**src/snoop_cache_pkg.sv**
```systemverilog
/*
 * Shared definitions for the snooping data cache subsystem.
 * Holds the cache geometry, the snoop opcode encoding, the snoop
 * response layout and the per-line flag bits. Modules pull these in
 * by a wildcard import in their body.
 */
package snoop_cache_pkg;

  localparam int unsigned addr_w  = 32;
  localparam int unsigned index_w = 4;
  localparam int unsigned line_w  = 128;
  localparam int unsigned beat_w  = 64;
  // low 4 address bits select a byte in the 16-byte line
  localparam int unsigned tag_w   = addr_w - index_w - 4;
  localparam int unsigned n_ways  = 2;

  // ACE snoop encodings, anything else is unsupported
  typedef enum logic [3:0] {
    READ_ONCE     = 4'b0000,
    READ_SHARED   = 4'b0001,
    READ_UNIQUE   = 4'b0111,
    CLEAN_INVALID = 4'b1001
  } snoop_op_e;

  // bit 0 is data_transfer, as on the CRRESP bus
  typedef struct packed {
    logic is_shared;
    logic pass_dirty;
    logic error;
    logic data_transfer;
  } cr_resp_t;

  typedef struct packed {
    logic valid;
    logic dirty;
    logic shared;
  } line_flags_t;

endpackage
```
**src/cache_port_if.sv**
```systemverilog
/*
 * Access port of one requester to the line store.
 * The requester modport drives the request fields, the arbiter
 * modport returns the grant and the registered lookup result.
 */
`timescale 1ns/1ps

interface cache_port_if #(
  parameter int unsigned NumWays = snoop_cache_pkg::n_ways
);
  import snoop_cache_pkg::*;

  logic                            req;
  logic                            we;
  logic [index_w-1:0]              index;
  logic [tag_w-1:0]                tag;
  logic [NumWays-1:0]              way_mask;
  logic [line_w-1:0]               wdata;
  line_flags_t                     wflags;
  // write flags only, keep line data and tag
  logic                            data_only_flags;
  logic                            gnt;
  logic                            rvalid;
  logic [NumWays-1:0]              hit_way;
  logic [NumWays-1:0][line_w-1:0]  rdata;
  line_flags_t [NumWays-1:0]       rflags;

  modport requester (
    output req, we, index, tag, way_mask, wdata, wflags, data_only_flags,
    input  gnt, rvalid, hit_way, rdata, rflags
  );

  modport arbiter (
    input  req, we, index, tag, way_mask, wdata, wflags, data_only_flags,
    output gnt, rvalid, hit_way, rdata, rflags
  );

endinterface

```
**src/cache_array.sv**
```systemverilog
/*
 * Tag, flag and data storage of the set-associative line store.
 * A granted read returns hit_way, line data and flags of all ways one
 * cycle later. A granted write updates the masked ways at the grant edge.
 */
`timescale 1ns/1ps

module cache_array #(
  parameter int unsigned NumWays = snoop_cache_pkg::n_ways
) (
  input logic          clk_i,
  input logic          rst_ni,
  cache_port_if.arbiter port_i
);
  import snoop_cache_pkg::*;

  localparam int unsigned NumSets = 1 << index_w;

  logic [tag_w-1:0]  tag_mem  [NumWays][NumSets];
  logic [line_w-1:0] data_mem [NumWays][NumSets];
  line_flags_t       flags_q  [NumWays][NumSets];

  logic                           rd_en;
  logic                           wr_en;
  logic                           rvalid_q;
  logic [NumWays-1:0]             hit_q;
  logic [NumWays-1:0][line_w-1:0] rdata_q;
  line_flags_t [NumWays-1:0]      rflags_q;

  // single merged port, always ready
  assign port_i.gnt = port_i.req;
  assign rd_en = port_i.req & ~port_i.we;
  assign wr_en = port_i.req & port_i.we;

  always_ff @(posedge clk_i or negedge rst_ni) begin
    if (!rst_ni) begin
      rvalid_q <= 1'b0;
      for (int w = 0; w < NumWays; w++) begin
        for (int s = 0; s < NumSets; s++) begin
          flags_q[w][s] <= '0;
        end
      end
    end else begin
      rvalid_q <= rd_en;
      for (int w = 0; w < NumWays; w++) begin
        if (wr_en && port_i.way_mask[w]) begin
          flags_q[w][port_i.index] <= port_i.wflags;
        end
      end
    end
  end

  // line data and tags, only on full-line writes
  always_ff @(posedge clk_i) begin
    for (int w = 0; w < NumWays; w++) begin
      if (wr_en && port_i.way_mask[w] && !port_i.data_only_flags) begin
        tag_mem[w][port_i.index]  <= port_i.tag;
        data_mem[w][port_i.index] <= port_i.wdata;
      end
    end
  end

  // lookup result, registered for one cycle
  always_ff @(posedge clk_i) begin
    if (rd_en) begin
      for (int w = 0; w < NumWays; w++) begin
        hit_q[w]    <= (tag_mem[w][port_i.index] == port_i.tag) &&
                       flags_q[w][port_i.index].valid;
        rdata_q[w]  <= data_mem[w][port_i.index];
        rflags_q[w] <= flags_q[w][port_i.index];
      end
    end
  end

  assign port_i.rvalid  = rvalid_q;
  assign port_i.hit_way = hit_q;
  assign port_i.rdata   = rdata_q;
  assign port_i.rflags  = rflags_q;

endmodule

```
**src/flat_wrapper.sv**
```systemverilog
// flat-port wrapper written by rule: the top's interface ports become plain ports
module cache_array_flat import snoop_cache_pkg::*;
#(
  parameter int unsigned NumWays = snoop_cache_pkg::n_ways
)
  (clk_i, rst_ni, port_i_req, port_i_we, port_i_index, port_i_tag, port_i_way_mask, port_i_wdata, port_i_wflags, port_i_data_only_flags, port_i_gnt, port_i_rvalid, port_i_hit_way, port_i_rdata, port_i_rflags);
  cache_port_if #(.NumWays(NumWays)) port_i_i ();
  input logic clk_i;
  input logic rst_ni;
  input wire logic [$bits(port_i_i.req)-1:0] port_i_req;
  input wire logic [$bits(port_i_i.we)-1:0] port_i_we;
  input wire logic [$bits(port_i_i.index)-1:0] port_i_index;
  input wire logic [$bits(port_i_i.tag)-1:0] port_i_tag;
  input wire logic [$bits(port_i_i.way_mask)-1:0] port_i_way_mask;
  input wire logic [$bits(port_i_i.wdata)-1:0] port_i_wdata;
  input wire logic [$bits(port_i_i.wflags)-1:0] port_i_wflags;
  input wire logic [$bits(port_i_i.data_only_flags)-1:0] port_i_data_only_flags;
  output wire logic [$bits(port_i_i.gnt)-1:0] port_i_gnt;
  output wire logic [$bits(port_i_i.rvalid)-1:0] port_i_rvalid;
  output wire logic [$bits(port_i_i.hit_way)-1:0] port_i_hit_way;
  output wire logic [$bits(port_i_i.rdata)-1:0] port_i_rdata;
  output wire logic [$bits(port_i_i.rflags)-1:0] port_i_rflags;
  assign port_i_i.req = port_i_req;
  assign port_i_i.we = port_i_we;
  assign port_i_i.index = port_i_index;
  assign port_i_i.tag = port_i_tag;
  assign port_i_i.way_mask = port_i_way_mask;
  assign port_i_i.wdata = port_i_wdata;
  assign port_i_i.wflags = port_i_wflags;
  assign port_i_i.data_only_flags = port_i_data_only_flags;
  assign port_i_gnt = port_i_i.gnt;
  assign port_i_rvalid = port_i_i.rvalid;
  assign port_i_hit_way = port_i_i.hit_way;
  assign port_i_rdata = port_i_i.rdata;
  assign port_i_rflags = port_i_i.rflags;
  cache_array #(.NumWays(NumWays)) u_core (.clk_i(clk_i), .rst_ni(rst_ni), .port_i(port_i_i));
endmodule
```
**config.mk**
```make
export PLATFORM = sky130hd
export DESIGN_NAME = cache_array_flat
export DESIGN_NICKNAME = d
export VERILOG_FILES = /design/src/snoop_cache_pkg.sv /design/src/cache_port_if.sv /design/src/cache_array.sv /design/src/flat_wrapper.sv
export SDC_FILE = /design/constraint.sdc
export NUM_CORES = 2
export LEC_CHECK = 0
export BUFFER_PORTS_ARGS = -buffer_cell sky130_fd_sc_hd__buf_2
export CORE_ASPECT_RATIO = 0.6
export CORE_UTILIZATION = 45
export CTS_CLUSTER_DIAMETER = 30
export DETAILED_ROUTE_END_ITERATION = 10
export REMOVE_ABC_BUFFERS = 1
export SLEW_MARGIN = 0
export SYNTH_ARGS = -nofsm -noshare
export SYNTH_HDL_FRONTEND = slang
export SYNTH_MEMORY_MAX_BITS = 65536
export SYNTH_SLANG_ARGS = --single-unit
```
**constraint.sdc**
```tcl
create_clock -name clk_i -period 4 [get_ports clk_i]
set_input_delay 0 -clock clk_i [delete_from_list [all_inputs] [get_ports clk_i]]
set_output_delay 0 -clock clk_i [all_outputs]
set_load 0.005 [all_outputs]
```
* Word level (Yosys, flattened, before mapping)
Memory sizes are Yosys's and may differ from the RTL's. Index checks and enable logic that the tools add are counted.
Word-level totals: memory bits (writable) 4864, memories kept 2, output and inout bits 266, word-level logic and storage cells 156, bits in registers 361
Memories:
- u_core.data_mem | words 2, width 2048, rd ports 2, clocked after memory_dff 0, write ports 2, line cache_array.sv:20 | logic [line_w-1:0] data_mem [NumWays][NumSets];
- u_core.tag_mem | words 2, width 384, rd ports 2, clocked after memory_dff 0, write ports 2, line cache_array.sv:19 | logic [tag_w-1:0] tag_mem [NumWays][NumSets];
Operators by class: order comparisons 2, equal/unequal tests 2, reductions and logical operators 8, bitwise operators 4, mux-type cells 32
Operator list (count):
- 2048-bit 2-to-1 mux | 2
- 128-bit binary-select mux with 4-bit select | 2
- 384-bit 2-to-1 mux | 2
- 128-bit 2-to-1 mux | 5
- 128-bit demux with 4-bit select | 1
- 24-bit binary-select mux with 4-bit select | 2
- 24-bit 2-to-1 mux | 5
- 48-bit bitwise mux | 2
- 24-bit demux with 4-bit select | 1
- 24-bit equality test | 2
- 3-bit binary-select mux with 4-bit select | 2
- 3-bit 2-to-1 mux | 5
- 3-bit demux with 4-bit select | 1
- 1-bit logical AND | 7
- 5-bit >= comparator, second input constant | 1
- 5-bit by 1-bit less-than comparator with 1-bit output, second input constant | 1
- 4-bit NOT with 5-bit output | 1
- 1-bit AND | 2
- 1-bit 2-to-1 mux | 2
- 1-bit zero test | 1
- 1-bit NOT | 1

* Logic depth before layout (Yosys ltp)
depth after elaboration 6, depth in mapped cells 12, mapped depth without buffers 7

* Worst setup path after synthesis
No wires, ideal clock.
path kind input -> register, start in port_i_we, end reg u_core.rvalid_q, in the netlist u_core.port_i.rvalid, stages 1, library setup time 1.344 ns, required time 2.656 ns, arrival 11.697 ns, setup slack -9.042 ns, path through nor2b_1
On the way: longest elaborated chain between the ends 2
Ends and longest elaborated chain:
- from (decl) | line flat_wrapper.sv:11 | input wire logic [$bits(port_i_i.we)-1:0] port_i_we;
- 1-bit NOT | line cache_array.sv:32 | assign rd_en = port_i.req & ~port_i.we;
- 1-bit AND | line cache_array.sv:32
- to (signal assigned) | line cache_array.sv:44 | rvalid_q <= rd_en;
- to (decl) | line cache_array.sv:25 | logic rvalid_q;
No other way between the ends. A chain may end at the register's enable or synchronous reset.

==> results_dict.tcl <==
set metrics [dict create \
    hold_path_class "input pin to flip-flop" \
    area_growth_pct 20.04 \
    r2r_start "u_core.tag_mem[0][290]" \
    final_nets 9233 \
    grt_pass1_vias 93927 \
    grt_use_met1_pct 35.60 \
    cts.htree.levels 6 \
    yosys_warnings 0 \
    r2r_cells 7 \
    p_sw_mw 27.61 \
    hold_viol_final 0 \
    netlist.area_leader.share_pct 78.65 \
    yosysTopAreaCell "edfxtp_1" \
    pwr-share-comb_pct 4.2 \
    grt_max_degree 144 \
    finClkSkew_ns 0.03429 \
    first_iter_violations 11494 \
    clock_latency_ns 1.07 \
    period_needed_ns 3.834 \
    crit_type "flip-flop to flip-flop" \
    layout_setup_ws_ns 0.1661 \
    overflow 0 \
    rsz0062_at_grt "no" \
    portBuffers 431 \
    cp.required_ns 4.87 \
    synth_area_leaders "edfxtp_1 (79%), mux4_2 (17%), dfrtp_1 (1.2%)" \
    core_area_um2 432900 \
    cp_data_arrival_time_ns 4.70 \
    fillers 31983 \
    cts_resized 0 \
    yosys-top-cells-count "edfxtp_1 (5128), mux4_2 (1471), clkbuf_1 (204), buf_2 (128), mux2_2 (111)" \
    firstDrtPassIters 6 \
    final_util_pct 54.30 \
    min_from "port_i_wdata[96]" \
    grt_pass1_wl_um 725100 \
    r2r_setup_slack_ns 0.17 \
    drc_errors 0 \
    sw_frac_of_total_pct 21.72 \
    post_synth_instance_area_um2 195800 \
    hold_path_depth 2 \
    worstMarginPinSlew_ns 1.540 \
    slew_headroom_pct -3.601 \
    die_h_um 512.9 \
    preCtsSetupSlack_ns -0.01718 \
    cp-start-kind "flip-flop" \
    viasPerCell 5.993 \
    cts.sinks 5225 \
    ant_nets 0 \
    clockBufferDepth 4 \
    cts_tree "done" \
    slew_viol_final 2 \
    dpl.hpwl_um 283300 \
    ys_seq_area_share_pct 79.89 \
    synth_ff_type "edfxtp_1" \
    worst_setup_path_end_kind "flip-flop" \
    ys_ff_latch 5225 \
    crit_fanout 1 \
    synth.most_common_cell "edfxtp_1" \
    vias 92280 \
    outcome "finished with violations" \
    fin_crit_sh_pct 95.85 \
    synth_edf_count 5128 \
    p_seq_share_pct 47.9 \
    power.total_mw 127.1 \
    setup_viol 0 \
    yosysUniqueCellTypes 56 \
    p_clk_share_pct 47.9 \
    max_freq_mhz 260.8 \
    finalSetupTns_ns 0 \
    grt.met3_usage_pct 4.973 \
    drv_cap 1 \
    drt_wl_total_um 515400 \
    grt_use_total_pct 23.27 \
    fp.dieW_um 853.6 \
    pin_count 432 \
    worstHoldEndpoint "u_core.data_mem[0][1760]" \
    start_util_pct 45.23 \
    fp.dieArea_um2 437800 \
    ir_drop_mv 0.4578 \
    cts.clk_slew.worst_paths_ns 0.06 \
    avgSynthCellArea_um2 25.63 \
    root_buffer "clkbuf_16" \
    reg2reg_to "u_core.port_i.hit_way[0]" \
    holdBufCountCts 313 \
    postCtsSetupBuffers 0 \
    grt.busiest_layer "met1" \
    power.density_nw_per_um2 540.7 \
    antenna_found_initial 47 \
    async_flop_share_pct 1.856 \
    met2_usage_pct 34.97 \
    violations "capacitance limit, slew limit" \
    rows 187 \
    place_congestion 0.8220 \
    internal_power_mw 99.48 \
    post_drt_wl_per_cell_um 33.47 \
    power_leakage_nw 75.43 \
    final_layout_size_suffix_gt1_share_pct 37.35 \
    numCtsBuffers 659 \
    synth_cells 7638 \
]
[logic make-up after synthesis]
family	after synthesis	synth area share, %
flops	5225	79.89
mux	1672	18.09
buf+inv	400	0.9311
simple gates	171	0.4039
compound gates	123	0.4735
xor+xnor	47	0.2102
[state kept, by name (all words and copies together), names as in the netlist]
register               count
u_core.port_i.rflags       6
u_core.data_mem         4096
u_core.port_i.hit_way      2
u_core.port_i.rvalid       1
u_core.port_i.rdata      256
u_core.tag_mem           768
u_core.flags_q            96
[stage by stage]
stage,hold WS (ns),cell area (µm²),std cells
4_1_cts,0.0003092,235000,15390
3_3_place_gp,0.04780,209000,13857
6_report,0.07128,235000,15399
3_5_place_dp,0.06439,209000,13857
2_1_floorplan,-0.2956,194000,7255
5_1_grt,0.03848,235000,15391
[cell type report]
type | instances | area [µm²] | area share (%)
clock buffer | 716 | 17080 | 7.265
inverter | 17 | 71.32 | 0.03034
timing repair buffer | 1151 | 10800 | 4.596
sequential | 5225 | 156400 | 66.55
tap | 5764 | 7212 | 3.068
antenna | 9 | 22.52 | 0.009582
clock inverter | 504 | 5707 | 2.428
multi-input combinational | 2013 | 37730 | 16.05
[layer usage]
layer	share of wire (%)	vias to the layer above
met5	0.011	-
met4	2.0	8
met3	9.0	662
met2	46	4498
met1	43	50630
li1	-	36482
[cells in the final DEF (no fill, tap or decap), types with 16 or more instances in the layout]
| cell | instances |
|---|---|
| edfxtp_1 | 5128 |
| mux4_2 | 1471 |
| clkbuf_16 | 675 |
| buf_2 | 426 |
| dlygate4sd3_1 | 302 |
| buf_4 | 225 |
| buf_12 | 195 |
| mux2_2 | 111 |
| dfrtp_1 | 97 |
| inv_6 | 96 |
| mux2i_1 | 81 |
| bufinv_16 | 77 |
| clkinv_2 | 77 |
| clkinvlp_4 | 77 |
| clkinv_1 | 65 |
| clkinv_4 | 62 |
| nor2_1 | 48 |
| nand2_1 | 48 |
| clkbuf_1 | 38 |
| xnor2_1 | 36 |
| nor3_2 | 30 |
| inv_8 | 28 |
| o21ai_0 | 18 |
| a21oi_1 | 16 |
| a22oi_1 | 16 |
| clkinv_8 | 16 |
[worst max path at each step]
stage / start / end / slack (ns) / cells after the start
floorplan: port_i_index[3] / u_core.data_mem[0][2048] / -20.72 / 4
global placement: port_i_index[0] / u_core.port_i.hit_way[0] / 0.05 / 9
detailed placement: port_i_index[3] / u_core.port_i.hit_way[0] / -0.02 / 9
CTS: u_core.tag_mem[0][194] / u_core.port_i.hit_way[0] / 0.37 / 7
global route: u_core.tag_mem[0][194] / u_core.port_i.hit_way[0] / 0.31 / 7
finish: u_core.tag_mem[0][290] / u_core.port_i.hit_way[0] / 0.17 / 7
[power groups by stage]
stage / logic, mW / clock network [mW] / registers [mW]
floorplan: 2.42 / 0 / 62.0
global placement: 4.95 / 0 / 62.0
detailed placement: 5.06 / 0 / 62.0
CTS: 5.39 / 61.8 / 60.9
global route: 5.66 / 64.0 / 60.9
finish: 5.34 / 60.9 / 60.9
[worst max-delay path: stages (launching register included)]
cell and delay, ns:
edfxtp_1 0.34, mux4_2 0.24, mux2i_1 0.08, mux2i_1 0.65, xor2_1 0.38, nor4_1 1.34, nand4_1 0.28, nor4_2 0.32
Power figures use the tool's default switching activity.
