File: config.mk
export PLATFORM = sky130hd
export DESIGN_NAME = snoop_ctrl_flat
export DESIGN_NICKNAME = d
export VERILOG_FILES = /design/src/snoop_cache_pkg.sv /design/src/cache_port_if.sv /design/src/snoop_ctrl.sv /design/src/flat_wrapper.sv
export SDC_FILE = /design/constraint.sdc
export NUM_CORES = 1
export LEC_CHECK = 0
export BUFFER_PORTS_ARGS = -buffer_cell sky130_fd_sc_hd__buf_2
export CAP_MARGIN = 20
export CORE_AREA = 2 2 224 226
export DETAILED_ROUTE_END_ITERATION = 10
export DIE_AREA = 0 0 226 228
export GPL_TIMING_DRIVEN = 1
export SLEW_MARGIN = 10
export SYNTH_ARGS = -nofsm -noshare
export SYNTH_HDL_FRONTEND = slang
export SYNTH_SLANG_ARGS = --single-unit
File: constraint.sdc
create_clock -name clk_i -period 7.5 [get_ports clk_i]
set_input_delay 1.125 -clock clk_i [delete_from_list [all_inputs] [get_ports clk_i]]
set_output_delay 1.125 -clock clk_i [all_outputs]
set_load 0.02 [all_outputs]
File: src/snoop_cache_pkg.sv
/*
 * Shared definitions for the snooping data cache subsystem.
 * Holds the cache geometry, the snoop opcode encoding, the snoop
 * response layout and the per-line flag bits. Modules pull these in
 * by a wildcard import in their body.
 */
package snoop_cache_pkg;

  localparam int unsigned addr_w  = 32;
  localparam int unsigned index_w = 4;
  localparam int unsigned line_w  = 128;
  localparam int unsigned beat_w  = 64;
  // low 4 address bits select a byte in the 16-byte line
  localparam int unsigned tag_w   = addr_w - index_w - 4;
  localparam int unsigned n_ways  = 2;

  // ACE snoop encodings, anything else is unsupported
  typedef enum logic [3:0] {
    READ_ONCE     = 4'b0000,
    READ_SHARED   = 4'b0001,
    READ_UNIQUE   = 4'b0111,
    CLEAN_INVALID = 4'b1001
  } snoop_op_e;

  // bit 0 is data_transfer, as on the CRRESP bus
  typedef struct packed {
    logic is_shared;
    logic pass_dirty;
    logic error;
    logic data_transfer;
  } cr_resp_t;

  typedef struct packed {
    logic valid;
    logic dirty;
    logic shared;
  } line_flags_t;

endpackage
File: src/cache_port_if.sv
/*
 * Access port of one requester to the line store.
 * The requester modport drives the request fields, the arbiter
 * modport returns the grant and the registered lookup result.
 */
`timescale 1ns/1ps

interface cache_port_if #(
  parameter int unsigned NumWays = snoop_cache_pkg::n_ways
);
  import snoop_cache_pkg::*;

  logic                            req;
  logic                            we;
  logic [index_w-1:0]              index;
  logic [tag_w-1:0]                tag;
  logic [NumWays-1:0]              way_mask;
  logic [line_w-1:0]               wdata;
  line_flags_t                     wflags;
  // write flags only, keep line data and tag
  logic                            data_only_flags;
  logic                            gnt;
  logic                            rvalid;
  logic [NumWays-1:0]              hit_way;
  logic [NumWays-1:0][line_w-1:0]  rdata;
  line_flags_t [NumWays-1:0]       rflags;

  modport requester (
    output req, we, index, tag, way_mask, wdata, wflags, data_only_flags,
    input  gnt, rvalid, hit_way, rdata, rflags
  );

  modport arbiter (
    input  req, we, index, tag, way_mask, wdata, wflags, data_only_flags,
    output gnt, rvalid, hit_way, rdata, rflags
  );

endinterface

File: src/snoop_ctrl.sv
/*
 * Snoop controller. Accepts snoops on the address channel, looks the
 * line up in the store, updates its flags where the opcode asks for it
 * and answers with a response and, on data_transfer, two 64-bit beats.
 */
`timescale 1ns/1ps

module snoop_ctrl #(
  parameter int unsigned NumWays = snoop_cache_pkg::n_ways
) (
  input  logic                                clk_i,
  input  logic                                rst_ni,
  input  logic                                bypass_i,
  input  logic                                ac_valid_i,
  output logic                                ac_ready_o,
  input  logic [snoop_cache_pkg::addr_w-1:0]  ac_addr_i,
  input  snoop_cache_pkg::snoop_op_e          ac_snoop_i,
  output logic                                cr_valid_o,
  input  logic                                cr_ready_i,
  output snoop_cache_pkg::cr_resp_t           cr_resp_o,
  output logic                                cd_valid_o,
  input  logic                                cd_ready_i,
  output logic [snoop_cache_pkg::beat_w-1:0]  cd_data_o,
  output logic                                cd_last_o,
  output logic                                invalidate_o,
  output logic [snoop_cache_pkg::addr_w-1:0]  invalidate_addr_o,
  output logic                                busy_o,
  cache_port_if.requester                     mem
);
  import snoop_cache_pkg::*;

  typedef enum logic [2:0] {
    IDLE,
    LOOKUP,
    EVAL,
    UPDATE_SHARED,
    INVALIDATE,
    SEND_CR,
    SEND_CD
  } state_e;

  state_e state_q, state_d;
  cr_resp_t resp_q, resp_d;
  logic beat_q, beat_d;

  // request payload and captured line
  logic [index_w-1:0] index_q;
  logic [tag_w-1:0]   tag_q;
  snoop_op_e          op_q;
  logic [NumWays-1:0] hit_way_q;
  logic               dirty_q;
  logic [line_w-1:0]  line_q;

  logic              hit;
  logic              hit_dirty;
  logic              hit_shared;
  logic [line_w-1:0] hit_line;
  logic              supported;

  always_comb begin
    hit_dirty  = 1'b0;
    hit_shared = 1'b0;
    hit_line   = '0;
    for (int w = 0; w < NumWays; w++) begin
      if (mem.hit_way[w]) begin
        hit_dirty  = mem.rflags[w].dirty;
        hit_shared = mem.rflags[w].shared;
        hit_line   = mem.rdata[w];
      end
    end
  end

  assign hit = |mem.hit_way;
  assign supported = ac_snoop_i inside {READ_ONCE, READ_SHARED, READ_UNIQUE, CLEAN_INVALID};

  always_comb begin
    state_d = state_q;
    resp_d  = resp_q;
    beat_d  = beat_q;
    case (state_q)
      IDLE: begin
        beat_d = 1'b0;
        resp_d = '0;
        if (ac_valid_i) begin
          if (bypass_i) begin
            state_d = SEND_CR;
          end else if (!supported) begin
            resp_d.error = 1'b1;
            state_d = SEND_CR;
          end else begin
            state_d = LOOKUP;
          end
        end
      end
      LOOKUP: begin
        if (mem.gnt) begin
          state_d = EVAL;
        end
      end
      EVAL: begin
        if (mem.rvalid) begin
          state_d = SEND_CR;
          if (hit) begin
            resp_d.data_transfer = 1'b1;
            case (op_q)
              READ_ONCE: resp_d.is_shared = hit_shared;
              READ_SHARED: begin
                resp_d.is_shared = 1'b1;
                state_d = UPDATE_SHARED;
              end
              READ_UNIQUE: begin
                resp_d.pass_dirty = hit_dirty;
                state_d = INVALIDATE;
              end
              default: begin
                // clean invalid only moves dirty data
                resp_d.data_transfer = hit_dirty;
                resp_d.pass_dirty = hit_dirty;
                state_d = INVALIDATE;
              end
            endcase
          end
        end
      end
      UPDATE_SHARED, INVALIDATE: begin
        if (mem.gnt) begin
          state_d = SEND_CR;
        end
      end
      SEND_CR: begin
        if (cr_ready_i) begin
          state_d = resp_q.data_transfer ? SEND_CD : IDLE;
        end
      end
      SEND_CD: begin
        if (cd_ready_i) begin
          beat_d = ~beat_q;
          if (beat_q) begin
            state_d = IDLE;
          end
        end
      end
      default: state_d = IDLE;
    endcase
  end

  always_ff @(posedge clk_i or negedge rst_ni) begin
    if (!rst_ni) begin
      state_q <= IDLE;
      resp_q  <= '0;
      beat_q  <= 1'b0;
    end else begin
      state_q <= state_d;
      resp_q  <= resp_d;
      beat_q  <= beat_d;
    end
  end

  always_ff @(posedge clk_i) begin
    if (state_q == IDLE && ac_valid_i) begin
      index_q <= ac_addr_i[4+:index_w];
      tag_q   <= ac_addr_i[4+index_w+:tag_w];
      op_q    <= ac_snoop_i;
    end
    if (state_q == EVAL && mem.rvalid) begin
      hit_way_q <= mem.hit_way;
      dirty_q   <= hit_dirty;
      line_q    <= hit_line;
    end
  end

  // store requests, flag writes leave data and tag alone
  always_comb begin
    mem.req             = state_q inside {LOOKUP, UPDATE_SHARED, INVALIDATE};
    mem.we              = state_q != LOOKUP;
    mem.index           = index_q;
    mem.tag             = tag_q;
    mem.way_mask        = hit_way_q;
    mem.wdata           = line_q;
    mem.data_only_flags = 1'b1;
    mem.wflags          = '0;
    if (state_q == UPDATE_SHARED) begin
      mem.wflags = '{valid: 1'b1, dirty: dirty_q, shared: 1'b1};
    end
  end

  assign ac_ready_o        = state_q == IDLE;
  assign busy_o            = state_q != IDLE;
  assign cr_valid_o        = state_q == SEND_CR;
  assign cr_resp_o         = resp_q;
  assign cd_valid_o        = state_q == SEND_CD;
  assign cd_last_o         = beat_q;
  assign cd_data_o         = beat_q ? line_q[line_w-1-:beat_w] : line_q[beat_w-1:0];
  assign invalidate_o      = (state_q == INVALIDATE) & mem.gnt;
  assign invalidate_addr_o = {tag_q, index_q, 4'b0000};

endmodule

File: src/flat_wrapper.sv
// flat-port wrapper written by rule: the top's interface ports become plain ports
module snoop_ctrl_flat import snoop_cache_pkg::*;
#(
  parameter int unsigned NumWays = snoop_cache_pkg::n_ways
)
  (clk_i, rst_ni, bypass_i, ac_valid_i, ac_ready_o, ac_addr_i, ac_snoop_i, cr_valid_o, cr_ready_i, cr_resp_o, cd_valid_o, cd_ready_i, cd_data_o, cd_last_o, invalidate_o, invalidate_addr_o, busy_o, mem_req, mem_we, mem_index, mem_tag, mem_way_mask, mem_wdata, mem_wflags, mem_data_only_flags, mem_gnt, mem_rvalid, mem_hit_way, mem_rdata, mem_rflags);
  cache_port_if #(.NumWays(NumWays)) mem_i ();
  input  logic clk_i;
  input  logic rst_ni;
  input  logic bypass_i;
  input  logic ac_valid_i;
  output logic ac_ready_o;
  input  logic [snoop_cache_pkg::addr_w-1:0] ac_addr_i;
  input  snoop_cache_pkg::snoop_op_e ac_snoop_i;
  output logic cr_valid_o;
  input  logic cr_ready_i;
  output snoop_cache_pkg::cr_resp_t cr_resp_o;
  output logic cd_valid_o;
  input  logic cd_ready_i;
  output logic [snoop_cache_pkg::beat_w-1:0] cd_data_o;
  output logic cd_last_o;
  output logic invalidate_o;
  output logic [snoop_cache_pkg::addr_w-1:0] invalidate_addr_o;
  output logic busy_o;
  output wire logic [$bits(mem_i.req)-1:0] mem_req;
  output wire logic [$bits(mem_i.we)-1:0] mem_we;
  output wire logic [$bits(mem_i.index)-1:0] mem_index;
  output wire logic [$bits(mem_i.tag)-1:0] mem_tag;
  output wire logic [$bits(mem_i.way_mask)-1:0] mem_way_mask;
  output wire logic [$bits(mem_i.wdata)-1:0] mem_wdata;
  output wire logic [$bits(mem_i.wflags)-1:0] mem_wflags;
  output wire logic [$bits(mem_i.data_only_flags)-1:0] mem_data_only_flags;
  input wire logic [$bits(mem_i.gnt)-1:0] mem_gnt;
  input wire logic [$bits(mem_i.rvalid)-1:0] mem_rvalid;
  input wire logic [$bits(mem_i.hit_way)-1:0] mem_hit_way;
  input wire logic [$bits(mem_i.rdata)-1:0] mem_rdata;
  input wire logic [$bits(mem_i.rflags)-1:0] mem_rflags;
  assign mem_req = mem_i.req;
  assign mem_we = mem_i.we;
  assign mem_index = mem_i.index;
  assign mem_tag = mem_i.tag;
  assign mem_way_mask = mem_i.way_mask;
  assign mem_wdata = mem_i.wdata;
  assign mem_wflags = mem_i.wflags;
  assign mem_data_only_flags = mem_i.data_only_flags;
  assign mem_i.gnt = mem_gnt;
  assign mem_i.rvalid = mem_rvalid;
  assign mem_i.hit_way = mem_hit_way;
  assign mem_i.rdata = mem_rdata;
  assign mem_i.rflags = mem_rflags;
  snoop_ctrl #(.NumWays(NumWays)) u_core (.clk_i(clk_i), .rst_ni(rst_ni), .bypass_i(bypass_i), .ac_valid_i(ac_valid_i), .ac_ready_o(ac_ready_o), .ac_addr_i(ac_addr_i), .ac_snoop_i(ac_snoop_i), .cr_valid_o(cr_valid_o), .cr_ready_i(cr_ready_i), .cr_resp_o(cr_resp_o), .cd_valid_o(cd_valid_o), .cd_ready_i(cd_ready_i), .cd_data_o(cd_data_o), .cd_last_o(cd_last_o), .invalidate_o(invalidate_o), .invalidate_addr_o(invalidate_addr_o), .busy_o(busy_o), .mem(mem_i));
endmodule
# Yosys cells after proc, flatten, opt, wreduce, memory -nomap -nowiden
# Index checks and enable logic that the tools add are counted.
# word_totals
ff_bits	171
word_cells	90
output_inout_bits	270
# classes
muxes	35
n_eq_ne	22
n_reduce_logical	19
n_bitwise	2
# op_table
op	n
128-bit 2-to-1 mux	2
64-bit 2-to-1 mux	1
3-bit 2-to-1 mux	12
3-bit case mux with 6 select lines	1
1-bit 2-to-1 mux	12
2-bit inequality test, second input constant	5
3-bit == test, second input constant	3
4-bit by 1-bit == test with 1-bit output, second input constant	2
4-bit by 3-bit == test with 1-bit output, second input constant	2
4-bit logical NOT	2
2-bit by 1-bit inequality test with 1-bit output, second input constant	4
4-bit AND reduction	2
7-bit AND reduction	1
3-bit by 2-bit == test with 1-bit output, second input constant	2
1-bit case mux with 2 select lines	3
3-bit case mux with 2 select lines	1
3-bit nonzero test	2
2-bit OR reduction	3
4-bit == test, second input constant	1
2-bit 2-to-1 mux	2
2-bit case mux with 2 select lines	1
2-bit nonzero test	2
4-bit nonzero test	1
3-bit by 1-bit == test with 1-bit output, second input constant	1
other kinds (9)	10

# Logic depth before layout (Yosys ltp)
# depth
ltp_word	6
depth_mapped	5
depth_no_buf	4

# Worst setup path after synthesis
# No wires, ideal clock.
# synth_path
path_type	input to register
from	in mem_rvalid
to	reg u_core.resp_q (netlist bit u_core.cr_resp_o[3])
cell_stages	4
setup_time_ns	0.127
t_arrival_ns	7.270
setup_slack_ns	0.103
path_buffers	0
path_cell_list	inv_1 > nor2_1 > o21ai_0 > o2bb2ai_1
# synth_via
elab_chain_len	2
# synth_rtl
item	line	source
from (decl)	flat_wrapper.sv:34	input wire logic [$bits(mem_i.rvalid)-1:0] mem_rvalid;
2-bit inequality test (no line)	-	
4-bit AND reduction (no line)	-	
to (signal assigned)	snoop_ctrl.sv:154	resp_q <= resp_d;
to (decl)	snoop_ctrl.sv:43	cr_resp_t resp_q, resp_d;
# No other way between the ends.
# A chain may end at the register's enable or synchronous reset.

# Worst setup path in the final report
# layout_path
from	reg u_core.beat_q, in the netlist u_core.cd_last_o
to	out cd_data_o[7] (netlist name)
# layout_via
elab_chain_len	1
# layout_rtl
item	line	source
from (decl)	snoop_ctrl.sv:44	logic beat_q, beat_d;
from (signal assigned)	snoop_ctrl.sv:155	beat_q <= beat_d;
64-bit 2-to-1 mux	snoop_ctrl.sv:193	assign cd_data_o = beat_q ? line_q[line_w-1-:beat_w] : line_q[beat_w-1:0];
to (decl)	flat_wrapper.sv:20	output logic [snoop_cache_pkg::beat_w-1:0] cd_data_o;
# No other way between the ends.

==> results.toml <==
[timing]
whs_ns = 0.485
min_period_ns = 3.47
setup_viol = 0
timing.final.hold_violations = 0
tightest_slew_ns = 1.14
max_freq_mhz = 288
rsz0062_at_grt = "no"
setup_tns_ns = 0
clock_skew_ns = 0.0138
period_share_pct = 46.3
drv_slew = 0
max_slew_margin_pct = 23.8

[logic_synthesis]
synth-edff-count = 163
synth-seq-area-share_pct = 64.8
synth_ff_type = "edfxtp_1"
ys_seq_elements = 171
yosysWarnings = 0
post_synth.cell_area_avg_um2 = 15.3
netlist_area_um2 = 7860
netlist_instances = 515
synthArstFlopShare_pct = 4.68
synth.distinct_cells = 38

[floorplan]
io_pins = 578
start_util_pct = 15.9
core.rowCount = 82
coreArea_um2 = 49300
die_h_um = 228
die-width_um = 226
dieArea_um2 = 51500

[placed_design]
dpl.hpwl_um = 23100
place_congestion = 0.888
io_buffers = 566

[cells_and_area]
multi_input_area_um2 = 2340
finish.net_count = 1344
area_growth_pct = 49.4
post_route_cells_drive_above_1_share_pct = 64.5
nFillCells = 5178
register_area_um2 = 5100

[global_route]
gr-total-overflow = 0
grt_max_degree = 70
grt_pass1_wl_um = 39800
antenna_found_initial = 7
grt_pass1_vias = 6572
track_usage_pct = 10.9

[hold_path]
hold_class = "register to register"
hold_start = "u_core.cr_resp_o[3]"
min_to = "u_core.cr_resp_o[3]"
worstHoldPathCells = 1

[pwr]
p_per_area_nw_per_um2 = 265
power_leakage_nw = 5.04
combPwrFrac_pct = 31.0
intPower_mw = 2.01
irDropWorstVdd_v = 0.000137
seq_power_share_pct = 41.8
p_switching_mw = 1.10
switching_share_pct = 35.5
p_clk_share_pct = 27.2

[worst_setup_path]
reg2reg_to = "u_core.mem.wdata[36]"
critical_path_arrival_ns = 2.35
r2r_start = "u_core.state_q[1]"
reg2regPathDepth = 3
critPathLaunchType = "register"
required_ns = 6.38
cp-end-kind = "output port"
worst-setup-path-type = "register to output port"
crit_fanout = 68
r2r_setup_slack_ns = 4.95

[run]
maxCapViolations = 0

[clock_network]
htreeDepth = 4
cts_hold_buf = 0
cts-root-buf = "clkbuf_16"
cts_buffers = 17
insertion_delay_ns = 0.48
post_cts_buffers = 0
clk_pin_slew_worst_paths_ns = 0.07
cts_buffer_depth = 2
cts_tree = "done"
cts_resized = 0
cts_sinks = 171

[routing]
drt_iter0_markers = 264
drc = 0
wire_per_inst_um = 17.0
vias = 6690
viasPerCell = 3.88
antenna_left = 0
drt_wl_total_um = 29300
dr.pass1.iters = 4

[outcome]
status = "finished, final reports clean"
power by group through the flow:
| stage | logic (mW) | registers (mW) | clock network (mW) |
|---|---|---|---|
| 3_5_place_dp | 0.971 | 1.32 | 0 |
| 3_3_place_gp | 0.964 | 1.32 | 0 |
| 5_1_grt | 1.03 | 1.32 | 0.922 |
| 4_1_cts | 0.974 | 1.31 | 0.892 |
| 2_1_floorplan | 0.635 | 1.32 | 0 |
| 6_report | 0.965 | 1.30 | 0.848 |
kinds of logic after synthesis:
group	share of synthesized area (%)
flops	64.8
compound gates	16.7
buf+inv	5.75
mux	9.84
simple gates	2.83
other cells	0.0955
synthesized netlist by cell type, drive strengths merged, types with 2 or more instances:
cell / count / share of area (%)
clkbuf: 11 / 0.53
mux2i: 3 / 0.38
a22o: 131 / 15
o22a: 2 / 0.22
conb: 2 / 0.096
edfxtp: 163 / 62
inv: 5 / 0.24
and2: 3 / 0.24
nand3: 2 / 0.13
o21bai: 2 / 0.19
nand2: 9 / 0.43
nor3: 2 / 0.13
buf: 62 / 5.0
nor2b: 4 / 0.32
or3: 3 / 0.24
nor2: 9 / 0.43
nand2b: 4 / 0.32
dfrtp: 8 / 2.5
o21ai: 2 / 0.13
o22ai: 4 / 0.32
a21oi: 3 / 0.19
mux2: 66 / 9.5
o2bb2ai: 2 / 0.22
worst max-delay path by stage:
stage / startpoint / cells after the start / slack (ns) / to
floorplan: mem_rvalid / 4 / 0.10 / u_core.cr_resp_o[3]
global placement: mem_hit_way[1] / 7 / 4.07 / u_core.cr_resp_o[3]
detailed placement: mem_hit_way[1] / 7 / 3.98 / u_core.cr_resp_o[3]
CTS: u_core.cd_last_o / 2 / 3.99 / cd_data_o[46]
global route: u_core.cd_last_o / 2 / 3.94 / cd_data_o[7]
finish: u_core.cd_last_o / 2 / 4.03 / cd_data_o[7]
registers in the layout, indices dropped and copies added (netlist names):
signal and count:
u_core.mem.index 4, u_core.dirty_q 1, u_core.mem.tag 24, u_core.cd_last_o 1, u_core.op_q 4, u_core.mem.wdata 128, u_core.state_q 3, u_core.cr_resp_o 4
u_core.mem.way_mask 2
layout make-up:
| type | count | share of cell area [%] |
|---|---|---|
| Timing Repair Buffer | 572 | 24.5 |
| Multi-Input combinational cell | 269 | 19.9 |
| Antenna cell | 4 | 0.0853 |
| Inverter | 5 | 0.160 |
| Clock inverter | 15 | 1.09 |
| Clock buffer | 17 | 3.62 |
| Tap cell | 672 | 7.16 |
| Sequential cell | 171 | 43.4 |
cell usage in the layout (no fill, tap or decap), types with 2 or more instances in the layout:
cell and count:
buf_2 565, edfxtp_1 163, a22o_1 131, mux2_2 66, clkbuf_16 17, nand2_1 9, nor2_1 8, buf_4 7
dfrtp_1 7, inv_6 6, inv_1 5, conb_1 5, diode_2 4, nand2b_1 4, o22ai_1 4, or3_1 3
and2_1 3, nor2b_1 3, mux2i_1 3, a21oi_1 3, inv_8 3, clkinvlp_4 3, o21bai_1 2, nor3_1 2
nand3_1 2, o21ai_0 2, o2bb2ai_1 2, o22a_1 2, clkinv_2 2
stage by stage:
stage	utilization, %	area (um^2)	power (mW)	instances	worst slack (ns)
2_1_floorplan	-	7870	1.95	518	0.103
3_3_place_gp	22.7	11200	2.29	1689	4.07
3_5_place_dp	22.7	11200	2.30	1689	3.98
4_1_cts	23.8	11700	3.17	1721	3.99
5_1_grt	23.8	11700	3.27	1724	3.94
6_report	23.8	11700	3.11	1725	4.03
worst max-delay path, cell delays in order (launching register included):
cell and delay, ns:
dfrtp_4 1.04, mux2_2 0.46, buf_2 0.17
per-layer routing:
| layer | vias to the layer above | part of all wire [%] | track usage [%] |
|---|---|---|---|
| li1 | 3083 | - | - |
| met1 | 3129 | 38 | 11.4 |
| met2 | 415 | 48 | 18.3 |
| met3 | 59 | 8.5 | 3.93 |
| met4 | 4 | 5.2 | 7.41 |
| met5 | - | 0.099 | 0 |
Power figures use the tool's default switching activity.
