File: src/snoop_cache_pkg.sv
/*
 * Shared definitions for the snooping data cache subsystem.
 * Holds the cache geometry, the snoop opcode encoding, the snoop
 * response layout and the per-line flag bits. Modules pull these in
 * by a wildcard import in their body.
 */
package snoop_cache_pkg;

  localparam int unsigned addr_w  = 32;
  localparam int unsigned index_w = 4;
  localparam int unsigned line_w  = 128;
  localparam int unsigned beat_w  = 64;
  // low 4 address bits select a byte in the 16-byte line
  localparam int unsigned tag_w   = addr_w - index_w - 4;
  localparam int unsigned n_ways  = 2;

  // ACE snoop encodings, anything else is unsupported
  typedef enum logic [3:0] {
    READ_ONCE     = 4'b0000,
    READ_SHARED   = 4'b0001,
    READ_UNIQUE   = 4'b0111,
    CLEAN_INVALID = 4'b1001
  } snoop_op_e;

  // bit 0 is data_transfer, as on the CRRESP bus
  typedef struct packed {
    logic is_shared;
    logic pass_dirty;
    logic error;
    logic data_transfer;
  } cr_resp_t;

  typedef struct packed {
    logic valid;
    logic dirty;
    logic shared;
  } line_flags_t;

endpackage
File: src/cache_port_if.sv
/*
 * Access port of one requester to the line store.
 * The requester modport drives the request fields, the arbiter
 * modport returns the grant and the registered lookup result.
 */
`timescale 1ns/1ps

interface cache_port_if #(
  parameter int unsigned NumWays = snoop_cache_pkg::n_ways
);
  import snoop_cache_pkg::*;

  logic                            req;
  logic                            we;
  logic [index_w-1:0]              index;
  logic [tag_w-1:0]                tag;
  logic [NumWays-1:0]              way_mask;
  logic [line_w-1:0]               wdata;
  line_flags_t                     wflags;
  // write flags only, keep line data and tag
  logic                            data_only_flags;
  logic                            gnt;
  logic                            rvalid;
  logic [NumWays-1:0]              hit_way;
  logic [NumWays-1:0][line_w-1:0]  rdata;
  line_flags_t [NumWays-1:0]       rflags;

  modport requester (
    output req, we, index, tag, way_mask, wdata, wflags, data_only_flags,
    input  gnt, rvalid, hit_way, rdata, rflags
  );

  modport arbiter (
    input  req, we, index, tag, way_mask, wdata, wflags, data_only_flags,
    output gnt, rvalid, hit_way, rdata, rflags
  );

endinterface

File: src/fill_ctrl.sv
/*
 * Fill controller standing in for the core-side miss path.
 * A fill strobe is captured and written as a full line, with tag and
 * flags, into the chosen way once the store grants the request.
 */
`timescale 1ns/1ps

module fill_ctrl #(
  parameter int unsigned NumWays = snoop_cache_pkg::n_ways
) (
  input  logic                               clk_i,
  input  logic                               rst_ni,
  input  logic                               fill_valid_i,
  input  logic [snoop_cache_pkg::addr_w-1:0] fill_addr_i,
  input  logic [$clog2(NumWays)-1:0]         fill_way_i,
  input  logic [snoop_cache_pkg::line_w-1:0] fill_data_i,
  input  logic                               fill_dirty_i,
  input  logic                               fill_shared_i,
  output logic                               busy_o,
  cache_port_if.requester                    mem
);
  import snoop_cache_pkg::*;

  logic               pending_q;
  logic [addr_w-1:0]  addr_q;
  logic [NumWays-1:0] way_mask_q;
  logic [line_w-1:0]  data_q;
  logic               dirty_q;
  logic               shared_q;

  always_ff @(posedge clk_i or negedge rst_ni) begin
    if (!rst_ni) begin
      pending_q <= 1'b0;
    end else if (fill_valid_i) begin
      pending_q <= 1'b1;
    end else if (mem.gnt) begin
      pending_q <= 1'b0;
    end
  end

  // fill payload, way number turned into a one-hot mask
  always_ff @(posedge clk_i) begin
    if (fill_valid_i) begin
      addr_q     <= fill_addr_i;
      way_mask_q <= NumWays'(1) << fill_way_i;
      data_q     <= fill_data_i;
      dirty_q    <= fill_dirty_i;
      shared_q   <= fill_shared_i;
    end
  end

  assign busy_o              = pending_q;
  assign mem.req             = pending_q;
  assign mem.we              = 1'b1;
  assign mem.index           = addr_q[4+:index_w];
  assign mem.tag             = addr_q[4+index_w+:tag_w];
  assign mem.way_mask        = way_mask_q;
  assign mem.wdata           = data_q;
  assign mem.wflags          = '{valid: 1'b1, dirty: dirty_q, shared: shared_q};
  assign mem.data_only_flags = 1'b0;

endmodule

File: src/flat_wrapper.sv
// flat-port wrapper written by rule: the top's interface ports become plain ports
module fill_ctrl_flat import snoop_cache_pkg::*;
#(
  parameter int unsigned NumWays = snoop_cache_pkg::n_ways
)
  (clk_i, rst_ni, fill_valid_i, fill_addr_i, fill_way_i, fill_data_i, fill_dirty_i, fill_shared_i, busy_o, mem_req, mem_we, mem_index, mem_tag, mem_way_mask, mem_wdata, mem_wflags, mem_data_only_flags, mem_gnt, mem_rvalid, mem_hit_way, mem_rdata, mem_rflags);
  cache_port_if #(.NumWays(NumWays)) mem_i ();
  input  logic clk_i;
  input  logic rst_ni;
  input  logic fill_valid_i;
  input  logic [snoop_cache_pkg::addr_w-1:0] fill_addr_i;
  input  logic [$clog2(NumWays)-1:0] fill_way_i;
  input  logic [snoop_cache_pkg::line_w-1:0] fill_data_i;
  input  logic fill_dirty_i;
  input  logic fill_shared_i;
  output logic busy_o;
  output wire logic [$bits(mem_i.req)-1:0] mem_req;
  output wire logic [$bits(mem_i.we)-1:0] mem_we;
  output wire logic [$bits(mem_i.index)-1:0] mem_index;
  output wire logic [$bits(mem_i.tag)-1:0] mem_tag;
  output wire logic [$bits(mem_i.way_mask)-1:0] mem_way_mask;
  output wire logic [$bits(mem_i.wdata)-1:0] mem_wdata;
  output wire logic [$bits(mem_i.wflags)-1:0] mem_wflags;
  output wire logic [$bits(mem_i.data_only_flags)-1:0] mem_data_only_flags;
  input wire logic [$bits(mem_i.gnt)-1:0] mem_gnt;
  input wire logic [$bits(mem_i.rvalid)-1:0] mem_rvalid;
  input wire logic [$bits(mem_i.hit_way)-1:0] mem_hit_way;
  input wire logic [$bits(mem_i.rdata)-1:0] mem_rdata;
  input wire logic [$bits(mem_i.rflags)-1:0] mem_rflags;
  assign mem_req = mem_i.req;
  assign mem_we = mem_i.we;
  assign mem_index = mem_i.index;
  assign mem_tag = mem_i.tag;
  assign mem_way_mask = mem_i.way_mask;
  assign mem_wdata = mem_i.wdata;
  assign mem_wflags = mem_i.wflags;
  assign mem_data_only_flags = mem_i.data_only_flags;
  assign mem_i.gnt = mem_gnt;
  assign mem_i.rvalid = mem_rvalid;
  assign mem_i.hit_way = mem_hit_way;
  assign mem_i.rdata = mem_rdata;
  assign mem_i.rflags = mem_rflags;
  fill_ctrl #(.NumWays(NumWays)) u_core (.clk_i(clk_i), .rst_ni(rst_ni), .fill_valid_i(fill_valid_i), .fill_addr_i(fill_addr_i), .fill_way_i(fill_way_i), .fill_data_i(fill_data_i), .fill_dirty_i(fill_dirty_i), .fill_shared_i(fill_shared_i), .busy_o(busy_o), .mem(mem_i));
endmodule
File: config.mk
export PLATFORM = sky130hd
export DESIGN_NAME = fill_ctrl_flat
export DESIGN_NICKNAME = d
export VERILOG_FILES = /design/src/snoop_cache_pkg.sv /design/src/cache_port_if.sv /design/src/fill_ctrl.sv /design/src/flat_wrapper.sv
export SDC_FILE = /design/constraint.sdc
export NUM_CORES = 1
export LEC_CHECK = 0
export BUFFER_PORTS_ARGS = -buffer_cell sky130_fd_sc_hd__buf_2
export CAP_MARGIN = 20
export CORE_AREA = 2 2 234 236
export DETAILED_ROUTE_END_ITERATION = 16
export DIE_AREA = 0 0 236 238
export GPL_TIMING_DRIVEN = 0
export PLACE_DENSITY = 0.39
export SETUP_SLACK_MARGIN = 0.15
export SYNTH_ARGS = -nofsm -noshare
export SYNTH_HDL_FRONTEND = slang
export SYNTH_SLANG_ARGS = --single-unit
File: constraint.sdc
create_clock -name clk_i -period 0.8 [get_ports clk_i]
set_input_delay 0.24 -clock clk_i [delete_from_list [all_inputs] [get_ports clk_i]]
set_output_delay 0.24 -clock clk_i [all_outputs]
set_load 0.05 [all_outputs]
# Word-level counts from Yosys, hierarchy flattened
# Index checks and enable logic that the tools add are counted.
dict set report op_classes {
  n_shift 1
  n_mux 2
  n_reduce_logical 1
}
# cell n
set ops {}
lappend ops {{$mux 1} 2}
lappend ops {{$reduce_bool 2->1} 1}
lappend ops {{$shl 1x1->2 const A} 1}
dict set report totals {
  ff_bits 165
  inputBits 432
  out_inout_bits 165
  word_cells 10
}

# Longest topological paths before layout
# Gate-level depths: netlist of the first run.
dict set report depth {
  word_depth 2
  depth_mapped 2
  depth_no_buf 2
}

# Least setup slack after synthesis of the first run
# Ideal clock, no wire load.
dict set report synth_path {
  path_kind {reg-to-output}
  startpoint {register u_core.pending_q (netlist: u_core.busy_o)}
  endpoint {output port mem_req}
  arrival_ps 904
  required_ps 560
  setup_slack_ps -344
  path_stages_with_launch 2
  path_buffers 1
  path_cell_list {dfrtp_1 buf_4}
}
# element line_no
set synth_lines {}
lappend synth_lines {{start, declared} fill_ctrl.sv:24} ;# logic pending_q;
lappend synth_lines {{start signal, assigned} fill_ctrl.sv:33} ;# pending_q <= 1'b0;
lappend synth_lines {{start signal, assigned} fill_ctrl.sv:35} ;# pending_q <= 1'b1;
lappend synth_lines {{start signal, assigned} fill_ctrl.sv:37} ;# pending_q <= 1'b0;
lappend synth_lines {{end, declared} flat_wrapper.sv:17} ;# output wire logic [$bits(mem_i.req)-1:0] mem_req;
# No word-level cell between the ends.

# Final worst setup path of the first run
dict set report layout_path {
  startpoint {register u_core.addr_q[14]}
  endpoint {output port mem_tag[6]}
}
# element line_no
set layout_lines {}
lappend layout_lines {{start, declared} fill_ctrl.sv:25} ;# logic [addr_w-1:0] addr_q;
lappend layout_lines {{start signal, assigned} fill_ctrl.sv:44} ;# addr_q <= fill_addr_i;
lappend layout_lines {{end, declared} flat_wrapper.sv:20} ;# output wire logic [$bits(mem_i.tag)-1:0] mem_tag;
# No word-level cell between the ends.

==> results.toml, run 1 <==
[cells_and_area]
fin_cells = 1391
n_fill_cell = 5692
multi_input_area_um2 = 18.8
drive_above_1_share_pct = 53.0
syn2layout_area_growth_pct = 122
seq_area_um2 = 4830
fin_nets = 1113

[power]
p_leak_nw = 4.43
cellPowerDensity_nw_per_um2 = 2240
peakVddDrop_v = 0.00159

[detailed_routing]
drc = 0
drt_iter0_drc = 79
drtAntennaViolNets = 0
first_pass_iters = 4
wirelength_um = 21000
wire_per_inst_um = 15.1
vias_per_cell = 2.71
dr_total_vias = 3772

[critical_path]
crit_family = "flip-flops"
crit_buf_inv = 1
cp.required_ns = 0.56
cp_max_fo = 1
timing.rr.start = "u_core.busy_o"
cp_cell_sequence = "buf_6"
path_class = "register to output pin"
max_stage_delay_ns = 0.52
start_kind = "register"
r2r_slack_ns = 0.07
crit_path_start = "u_core.addr_q[14]"
cp.arrival_ns = 1.22
cp-end-kind = "output pin"
crit_slowest_cell = "edfxtp_1"

[grt]
grt_pass1_vias = 4285
gr-usage-all-layers_pct = 7.61
grt_pass1_wl_um = 28700
grt-ovfl-total = 0
grt_max_degree = 54
antenna_found_initial = 2

[place]
place_inst = 1194
pre_cts_slack_ns = -0.776
gp_congestion = 0.685
port_buffers = 324
dp_hpwl_um = 13800

[logic_synthesis]
avgSynthCellArea_um2 = 28.5
synthCells = 172
synthSimpleGateAreaFrac_pct = 0
yosysTopAreaCell = "edfxtp_1"
syn_area_um2 = 4900
ys_seq_elements = 161
synth_xor_area_share_pct = 0
synth_top_family_by_area = "buffers and inverters"
yosys-top-cells-area = "edfxtp_1, buf_4, dfrtp_1"
synth_mux_area_share_pct = 0
synth_cell_type_count = 6
synthAdderAreaFrac_pct = 0
synth-compound-area-share_pct = 0.153
yosys_warnings = 0
synth.top_cell.area_share_pct = 98.1
seq_area_frac_synth_pct = 98.6

[run_status]
violations = "setup timing"
status = "finished, violations left"

[sta]
rsz0062_at_grt = "yes"
slew_viol_final = 0
finalCritPeriodShare_pct = 182
hold_viol = 0
max_clock_freq_mhz = 687
setup_viol = 162
fin_skew_ns = 0
setup_ws_ns = -0.656
min_period_ns = 1.46

[floorplanning]
row_count = 85
die-area_um2 = 56200
core_um2 = 53500
start_util_pct = 9.15
dieHeight_um = 238
dieWidth_um = 236
io_pins = 597

[min_path]
min-delay-start = "fill_way_i"
hp-class = "input pin to register"

[cts]
max-clock-path-buffers = 2
cts_root_buf = "clkbuf_16"
post_cts_buffers = 0
htree_levels = 4
clkLatencyLatePin_ns = 0.47
tritoncts = "done"
cts_sinks = 161
clk_pin_slew_ns = 0.07
numCtsBuffers = 17

[run]
maxCapViolCount = 0
-- cells by family after synthesis --
group,Yosys count
compound gates,1
buf+inv,8
other cells,2
flops,161
-- sequential cells by signal, summed over array words and instances (netlist names) --
signal and flops:
u_core.mem.wdata 128, u_core.addr_q 28, u_core.mem.way_mask 2, u_core.busy_o 1
u_core.dirty_q 1, u_core.shared_q 1
-- Yosys cell counts (all sizes together) --
library cell and instances:
conb 2, inv 2, buf 6, dfrtp 1, edfxtp 160, a21o 1
-- where the power goes --
| part | switching (W) | total (W) | internal [W] |
|---|---|---|---|
| clock network | 0.00387 | 0.00856 | 0.00469 |
| registers | 0.000399 | 0.0104 | 0.0100 |
| logic | 0.00317 | 0.00529 | 0.00212 |
-- layout make-up --
class                      count  area share [%]
antenna                        1          0.0231
clock inverter                15            1.64
sequential                   161            44.5
timing repair buffer         489            41.1
buffer                         6           0.553
tap                          696            8.02
inverter                       2          0.0692
multi-input combinational      4           0.173
clock buffer                  17            3.92
-- final timing paths --
check,cells past startpoint,endpoint
setup / recovery,1,mem_tag[6]
hold / removal,1,u_core.mem.way_mask[1]
setup reg to reg,1,u_core.busy_o
hold reg to reg,1,u_core.busy_o
max in group asynchronous,2,u_core.busy_o
min in group asynchronous,2,u_core.busy_o
-- cell usage in the layout (no fill, tap or decap) --
cell and instances:
dlymetal6s4s_1 15, clkinv_2 3, buf_4 3, clkinv_4 2
clkinv_8 1, bufbuf_16 1, a21o_1 1, buf_12 1
dfrtp_2 1, conb_1 3, dlygate4sd3_1 145, bufinv_16 2
diode_2 1, buf_16 4, buf_6 162, inv_6 1
inv_1 2, buf_2 160, buf_8 3, inv_8 4
clkinvlp_4 2, clkbuf_16 18, edfxtp_1 160
-- per-stage QoR --
step	power (W)	area, µm²	util [%]	TNS [ns]	hold WS [ns]
2_1_floorplan	0.0128	4920	-	-6.59	-0.0556
6_report	0.0243	10900	20.3	-79.28	0.0499
3_5_place_dp	0.0143	7450	13.9	-96.69	0.0161
4_1_cts	0.0248	10800	20.1	-91.10	0.00263
5_1_grt	0.0252	10900	20.3	-90.48	0.0319
3_3_place_gp	0.0143	7410	13.9	-463.40	0.0167
-- timing repair --
| item | in CTS | in global routing |
|---|---|---|
| endpoints found under the setup margin | 268 | 219 |
| hold endpoints to repair | 160 | 0 |
| resized for setup | 326 | 23 |
| hold buffers | 160 | 0 |
| cloned | 3 | 1 |
-- metal layers --
metal | GRT usage (%) | share of wire, % | up-vias
met5 | 0 | 0 | -
met4 | 5.04 | 3.0 | 0
met3 | 3.39 | 10 | 26
met2 | 12.0 | 46 | 249
met1 | 8.30 | 41 | 1792
li1 | - | - | 1705
No activity file was read; power rests on OpenSTA's default activity.
==> run 2, diff against run 1 <==
--- a/config.mk
+++ b/config.mk
@@ -7,11 +7,13 @@
 export LEC_CHECK = 0
 export BUFFER_PORTS_ARGS = -buffer_cell sky130_fd_sc_hd__buf_2
 export CAP_MARGIN = 20
-export CORE_AREA = 2 2 234 236
+export CELL_PAD_IN_SITES_DETAIL_PLACEMENT = 1
+export CELL_PAD_IN_SITES_GLOBAL_PLACEMENT = 1
+export CORE_AREA = 2 2 231 233
 export DETAILED_ROUTE_END_ITERATION = 16
-export DIE_AREA = 0 0 236 238
+export DIE_AREA = 0 0 233 235
 export GPL_TIMING_DRIVEN = 0
-export PLACE_DENSITY = 0.39
+export PLACE_DENSITY = 0.47
 export SETUP_SLACK_MARGIN = 0.15
 export SYNTH_ARGS = -nofsm -noshare
 export SYNTH_HDL_FRONTEND = slang
==> run 2 against run 1 <==
Against the previous run:
- the run still ends with setup timing left
- fmax rose by 1.5%
- register-to-register slack improved by 0.03 ns
- die area fell by 2.5%
- clock power fell by 2%
- via count barely moved
- cell area barely moved
- cell count fell by 0.58%
- flip-flop and latch count did not move
- combinational power rose by 0.8%
- clock skew did not move
- sequential power barely moved
- critical endpoint is now mem_wdata[82]
- largest cell class unchanged
==> results.toml, run 2 (synthesis gave the netlist of run 1 again) <==
[cts]
cts_sinks = 161
numCtsBuffers = 17
tritoncts = "done"
post_cts_buffers = 0
clkLatencyLatePin_ns = 0.47
htree_levels = 4
cts_root_buf = "clkbuf_16"
clk_pin_slew_ns = 0.07
max-clock-path-buffers = 2

[detailed_routing]
vias_per_cell = 2.73
drt_iter0_drc = 105
drtAntennaViolNets = 0
drc = 0
wirelength_um = 23100
wire_per_inst_um = 16.7
first_pass_iters = 4
dr_total_vias = 3774

[sta]
setup_viol = 162
max_clock_freq_mhz = 697
fin_skew_ns = 0
rsz0062_at_grt = "yes"
setup_tns_ns = -79.24
min_period_ns = 1.43
slew_viol_final = 0
finalCritPeriodShare_pct = 179
hold_viol = 0
setup_ws_ns = -0.635

[critical_path]
crit_cells = 1
cp.arrival_ns = 1.19
crit_buf_inv = 1
crit_family = "flip-flops"
max_stage_delay_ns = 0.51
reg2regPathDepth = 1
cp-end-kind = "output pin"
path_class = "register to output pin"
cp.required_ns = 0.56
cp_max_fo = 1
start_kind = "register"
cp_cell_sequence = "buf_6"
crit_path_start = "u_core.mem.wdata[82]"
crit_slowest_cell = "edfxtp_1"
timing.rr.start = "u_core.busy_o"

[power]
intPower_w = 0.0163
p_sw_share_pct = 32.4
netSwitchingPower_w = 0.00782
seq_power_share_pct = 43.2
p_leak_nw = 4.51
cellPowerDensity_nw_per_um2 = 2230
finalPower_w = 0.0242
peakVddDrop_v = 0.00135
clkPwrFrac_pct = 34.8
combPwrFrac_pct = 22.1

[cells_and_area]
syn2layout_area_growth_pct = 122
drive_above_1_share_pct = 53.0
stdcell_area_um2 = 10900
fin_nets = 1113
mostFrequentLayoutCell = "buf_6"
mostFrequentLayoutCells = "buf_6, edfxtp_1, buf_2"
largest_reg_flops = 128

[place]
pre_cts_slack_ns = -0.767
port_buffers = 324
gp_congestion = 0.688
dp_hpwl_um = 15000
post_dp_cell_area_um2 = 7440

[floorplanning]
dieHeight_um = 235
io_pins = 597
start_util_pct = 9.38
dieWidth_um = 233
core_um2 = 52200
die-area_um2 = 54800
row_count = 84

[run_status]
status = "finished, violations left"
violations = "setup timing"

[grt]
grt_pass1_wl_um = 31500
gr-usage-all-layers_pct = 8.61
antenna_found_initial = 4
grt-ovfl-total = 0
grt_max_degree = 56
grt_pass1_vias = 4363

[run]
maxCapViolCount = 0

[min_path]
hp-class = "input pin to register"
min-delay-start = "mem_gnt"
hold_depth = 3
run 2: through the flow:
step / std cells / util [%] / hold slack [ns]
2_1_floorplan: 173 / - / -0.0556
3_3_place_gp: 1185 / 14.2 / 0.0315
3_5_place_dp: 1186 / 14.2 / 0.0365
4_1_cts: 1381 / 20.6 / 0.0153
5_1_grt: 1382 / 20.8 / 0.0371
6_report: 1383 / 20.8 / 0.0696
run 2: layout make-up:
cell class	count	area (µm²)
diodes	1	2.50
plain buffers	6	60.1
clock buffers	17	425
clock inverters	15	154
fillers	5709	41400
inverters	2	7.51
multi-input cells	4	18.8
flip-flops and latches	161	4830
well taps	688	861
repair buffers	489	4500
run 2: timing repair:
item,in CTS,in global routing
setup endpoints to repair,272,269
gates cloned,3,1
gates resized for setup,330,30
pin swaps,1,0
hold buffers,160,0
hold endpoints to repair,161,0
run 2: final timing paths:
check,endpoint,slack (ns)
setup / recovery,mem_wdata[82],-0.63
hold / removal,u_core.busy_o,0.07
max in group asynchronous,u_core.busy_o,0.58
setup reg to reg,u_core.busy_o,0.10
hold reg to reg,u_core.busy_o,0.55
min in group asynchronous,u_core.busy_o,0.11
run 2: power groups by stage:
| stage | Sequential, W | Clock, W | Combinational [W] |
|---|---|---|---|
| 2_1_floorplan | 0.0127 | 0 | 0.000114 |
| 3_3_place_gp | 0.0105 | 0 | 0.00378 |
| 3_5_place_dp | 0.0105 | 0 | 0.00381 |
| 4_1_cts | 0.0104 | 0.00898 | 0.00533 |
| 5_1_grt | 0.0105 | 0.00919 | 0.00557 |
| 6_report | 0.0104 | 0.00841 | 0.00533 |
run 2: per-layer routing:
metal,part of all wire (%),GRT usage [%],up-vias
met1,41,9.84,1797
met4,2.3,4.34,2
met2,46,13.4,240
met3,9.7,4.03,27
met5,0.056,0,-
li1,-,-,1708
==> run 3, diff against run 2 <==
--- a/config.mk
+++ b/config.mk
@@ -14,7 +14,6 @@
 export DIE_AREA = 0 0 233 235
 export GPL_TIMING_DRIVEN = 0
 export PLACE_DENSITY = 0.47
-export SETUP_SLACK_MARGIN = 0.15
 export SYNTH_ARGS = -nofsm -noshare
 export SYNTH_HDL_FRONTEND = slang
 export SYNTH_SLANG_ARGS = --single-unit
==> run 3 against run 2 <==
Against the previous run:
- the run still ends with setup timing left
- combinational power shrank 1%
- sequential share of layout area grew 0.74 points
- via count shrank 0.66%
- highest routed layer unchanged
- register-to-register slack lost 0.04 ns
- cell count shrank 0.22%
- setup slack gained 0.0029 ns
- critical endpoint is now mem_req
- die area is the same
- non-clock buffer count shrank 3
==> results.toml, run 3 (synthesis gave the netlist of run 1 again) <==
[run_status]
status = "finished, violations left"
violations = "setup timing"

[power]
seq_power_share_pct = 43.6
finalPower_w = 0.0239
clkPwrFrac_pct = 34.4
p_leak_nw = 4.23
p_sw_share_pct = 32.1
peakVddDrop_v = 0.00126
cellPowerDensity_nw_per_um2 = 2240
intPower_w = 0.0162
netSwitchingPower_w = 0.00767
combPwrFrac_pct = 22.0

[floorplanning]
core_um2 = 52200
row_count = 84
dieWidth_um = 233
start_util_pct = 9.38
die-area_um2 = 54800
dieHeight_um = 235
io_pins = 597

[cells_and_area]
n_fill_cell = 5777
stdcell_area_um2 = 10700
fin_cells = 1380
mostFrequentLayoutCells = "dlygate4sd3_1, buf_2, edfxtp_1"
fin_nets = 1110
finalCoreUtilization_pct = 20.4
largest_reg_flops = 128
syn2layout_area_growth_pct = 118
seq_area_um2 = 4830
drive_above_1_share_pct = 52.7
multi_input_area_um2 = 18.8

[detailed_routing]
first_pass_iters = 6
drc = 0
wirelength_um = 22500
wire_per_inst_um = 16.3
dr_total_vias = 3749
drtAntennaViolNets = 0
drt_iter0_drc = 65
vias_per_cell = 2.72

[critical_path]
r2r_slack_ns = 0.06
crit_slowest_cell = "dfrtp_2"
crit_family = "flip-flops"
cp.required_ns = 0.56
r2r-end = "u_core.busy_o"
cp_cell_sequence = "buf_8, buf_12"
reg2regPathDepth = 1
cp_max_fo = 3
start_kind = "register"
cp.arrival_ns = 1.19
timing.rr.start = "u_core.busy_o"
crit_buf_inv = 2
path_class = "register to output pin"
max_stage_delay_ns = 0.45
cp-end-kind = "output pin"

[cts]
clk_pin_slew_ns = 0.07
cts_sinks = 161
numCtsBuffers = 17
max-clock-path-buffers = 2
tritoncts = "done"
clkLatencyLatePin_ns = 0.47
cts_root_buf = "clkbuf_16"
htree_levels = 4

[grt]
antenna_found_initial = 5
grt_max_degree = 56
gr-usage-all-layers_pct = 8.44
grt-ovfl-total = 0
grt_pass1_wl_um = 31300
grt_pass1_vias = 4369

[sta]
setup_viol = 162
min_period_ns = 1.43
max_clock_freq_mhz = 698
finalCritPeriodShare_pct = 179
setup_ws_ns = -0.632
hold_viol = 0
fin_skew_ns = 0
rsz0062_at_grt = "yes"
holdWs_ns = 0.132
slew_viol_final = 0

[place]
dp_hpwl_um = 14800
post_dp_cell_area_um2 = 7430
gp_congestion = 0.676
port_buffers = 324
place_inst = 1186

[run]
maxCapViolCount = 0

[min_path]
hp-class = "input pin to asynchronous set/reset pin"
[run 3: worst max-delay path by stage]
stage                             start                    to  cells past startpoint
after floorplan           u_core.busy_o               mem_req                      1
after global placement     fill_valid_i     u_core.addr_q[24]                      1
after detailed placement   fill_valid_i  u_core.mem.wdata[15]                      2
after CTS                 u_core.busy_o               mem_req                      2
after global routing      u_core.busy_o               mem_req                      2
final                     u_core.busy_o               mem_req                      2
[run 3: cell type report]
class	instances	area share, %
diodes	1	0.0234
plain buffers	4	0.351
clock buffers	17	3.98
clock inverters	15	1.32
inverters	2	0.0703
multi-input cells	4	0.176
flip-flops and latches	161	45.2
well taps	688	8.06
repair buffers	488	40.8
[run 3: through the flow]
stage / setup slack (ns) / TNS [ns]
after floorplan: -0.146 / -6.59
after global placement: -2.87 / -461.83
after detailed placement: -0.773 / -96.42
after CTS: -0.725 / -91.07
after global routing: -0.710 / -90.28
final: -0.632 / -77.51
[run 3: metal layers]
metal / vias to the layer above / GRT usage, % / part of all wire [%]
met5: - / 0 / 0.19
met4: 6 / 3.59 / 1.9
met3: 28 / 4.78 / 11
met2: 246 / 13.3 / 46
met1: 1769 / 9.29 / 41
li1: 1700 / - / -
[run 3: power groups by stage]
stage	Combinational [W]	Sequential (W)	Clock (W)
floorplan	0.000109	0.0127	0
global placement	0.00380	0.0105	0
detailed placement	0.00383	0.0104	0
CTS	0.00528	0.0104	0.00886
global route	0.00550	0.0105	0.00908
finish	0.00526	0.0104	0.00821
[run 3: repair_timing]
item,4_1_cts,5_1_grt
hold buffers,161,0
setup buffers,0,0
setup endpoints to repair,271,185
hold endpoints to repair,162,0
pin swaps,0,0
gates resized for setup,329,0
cloned,1,1
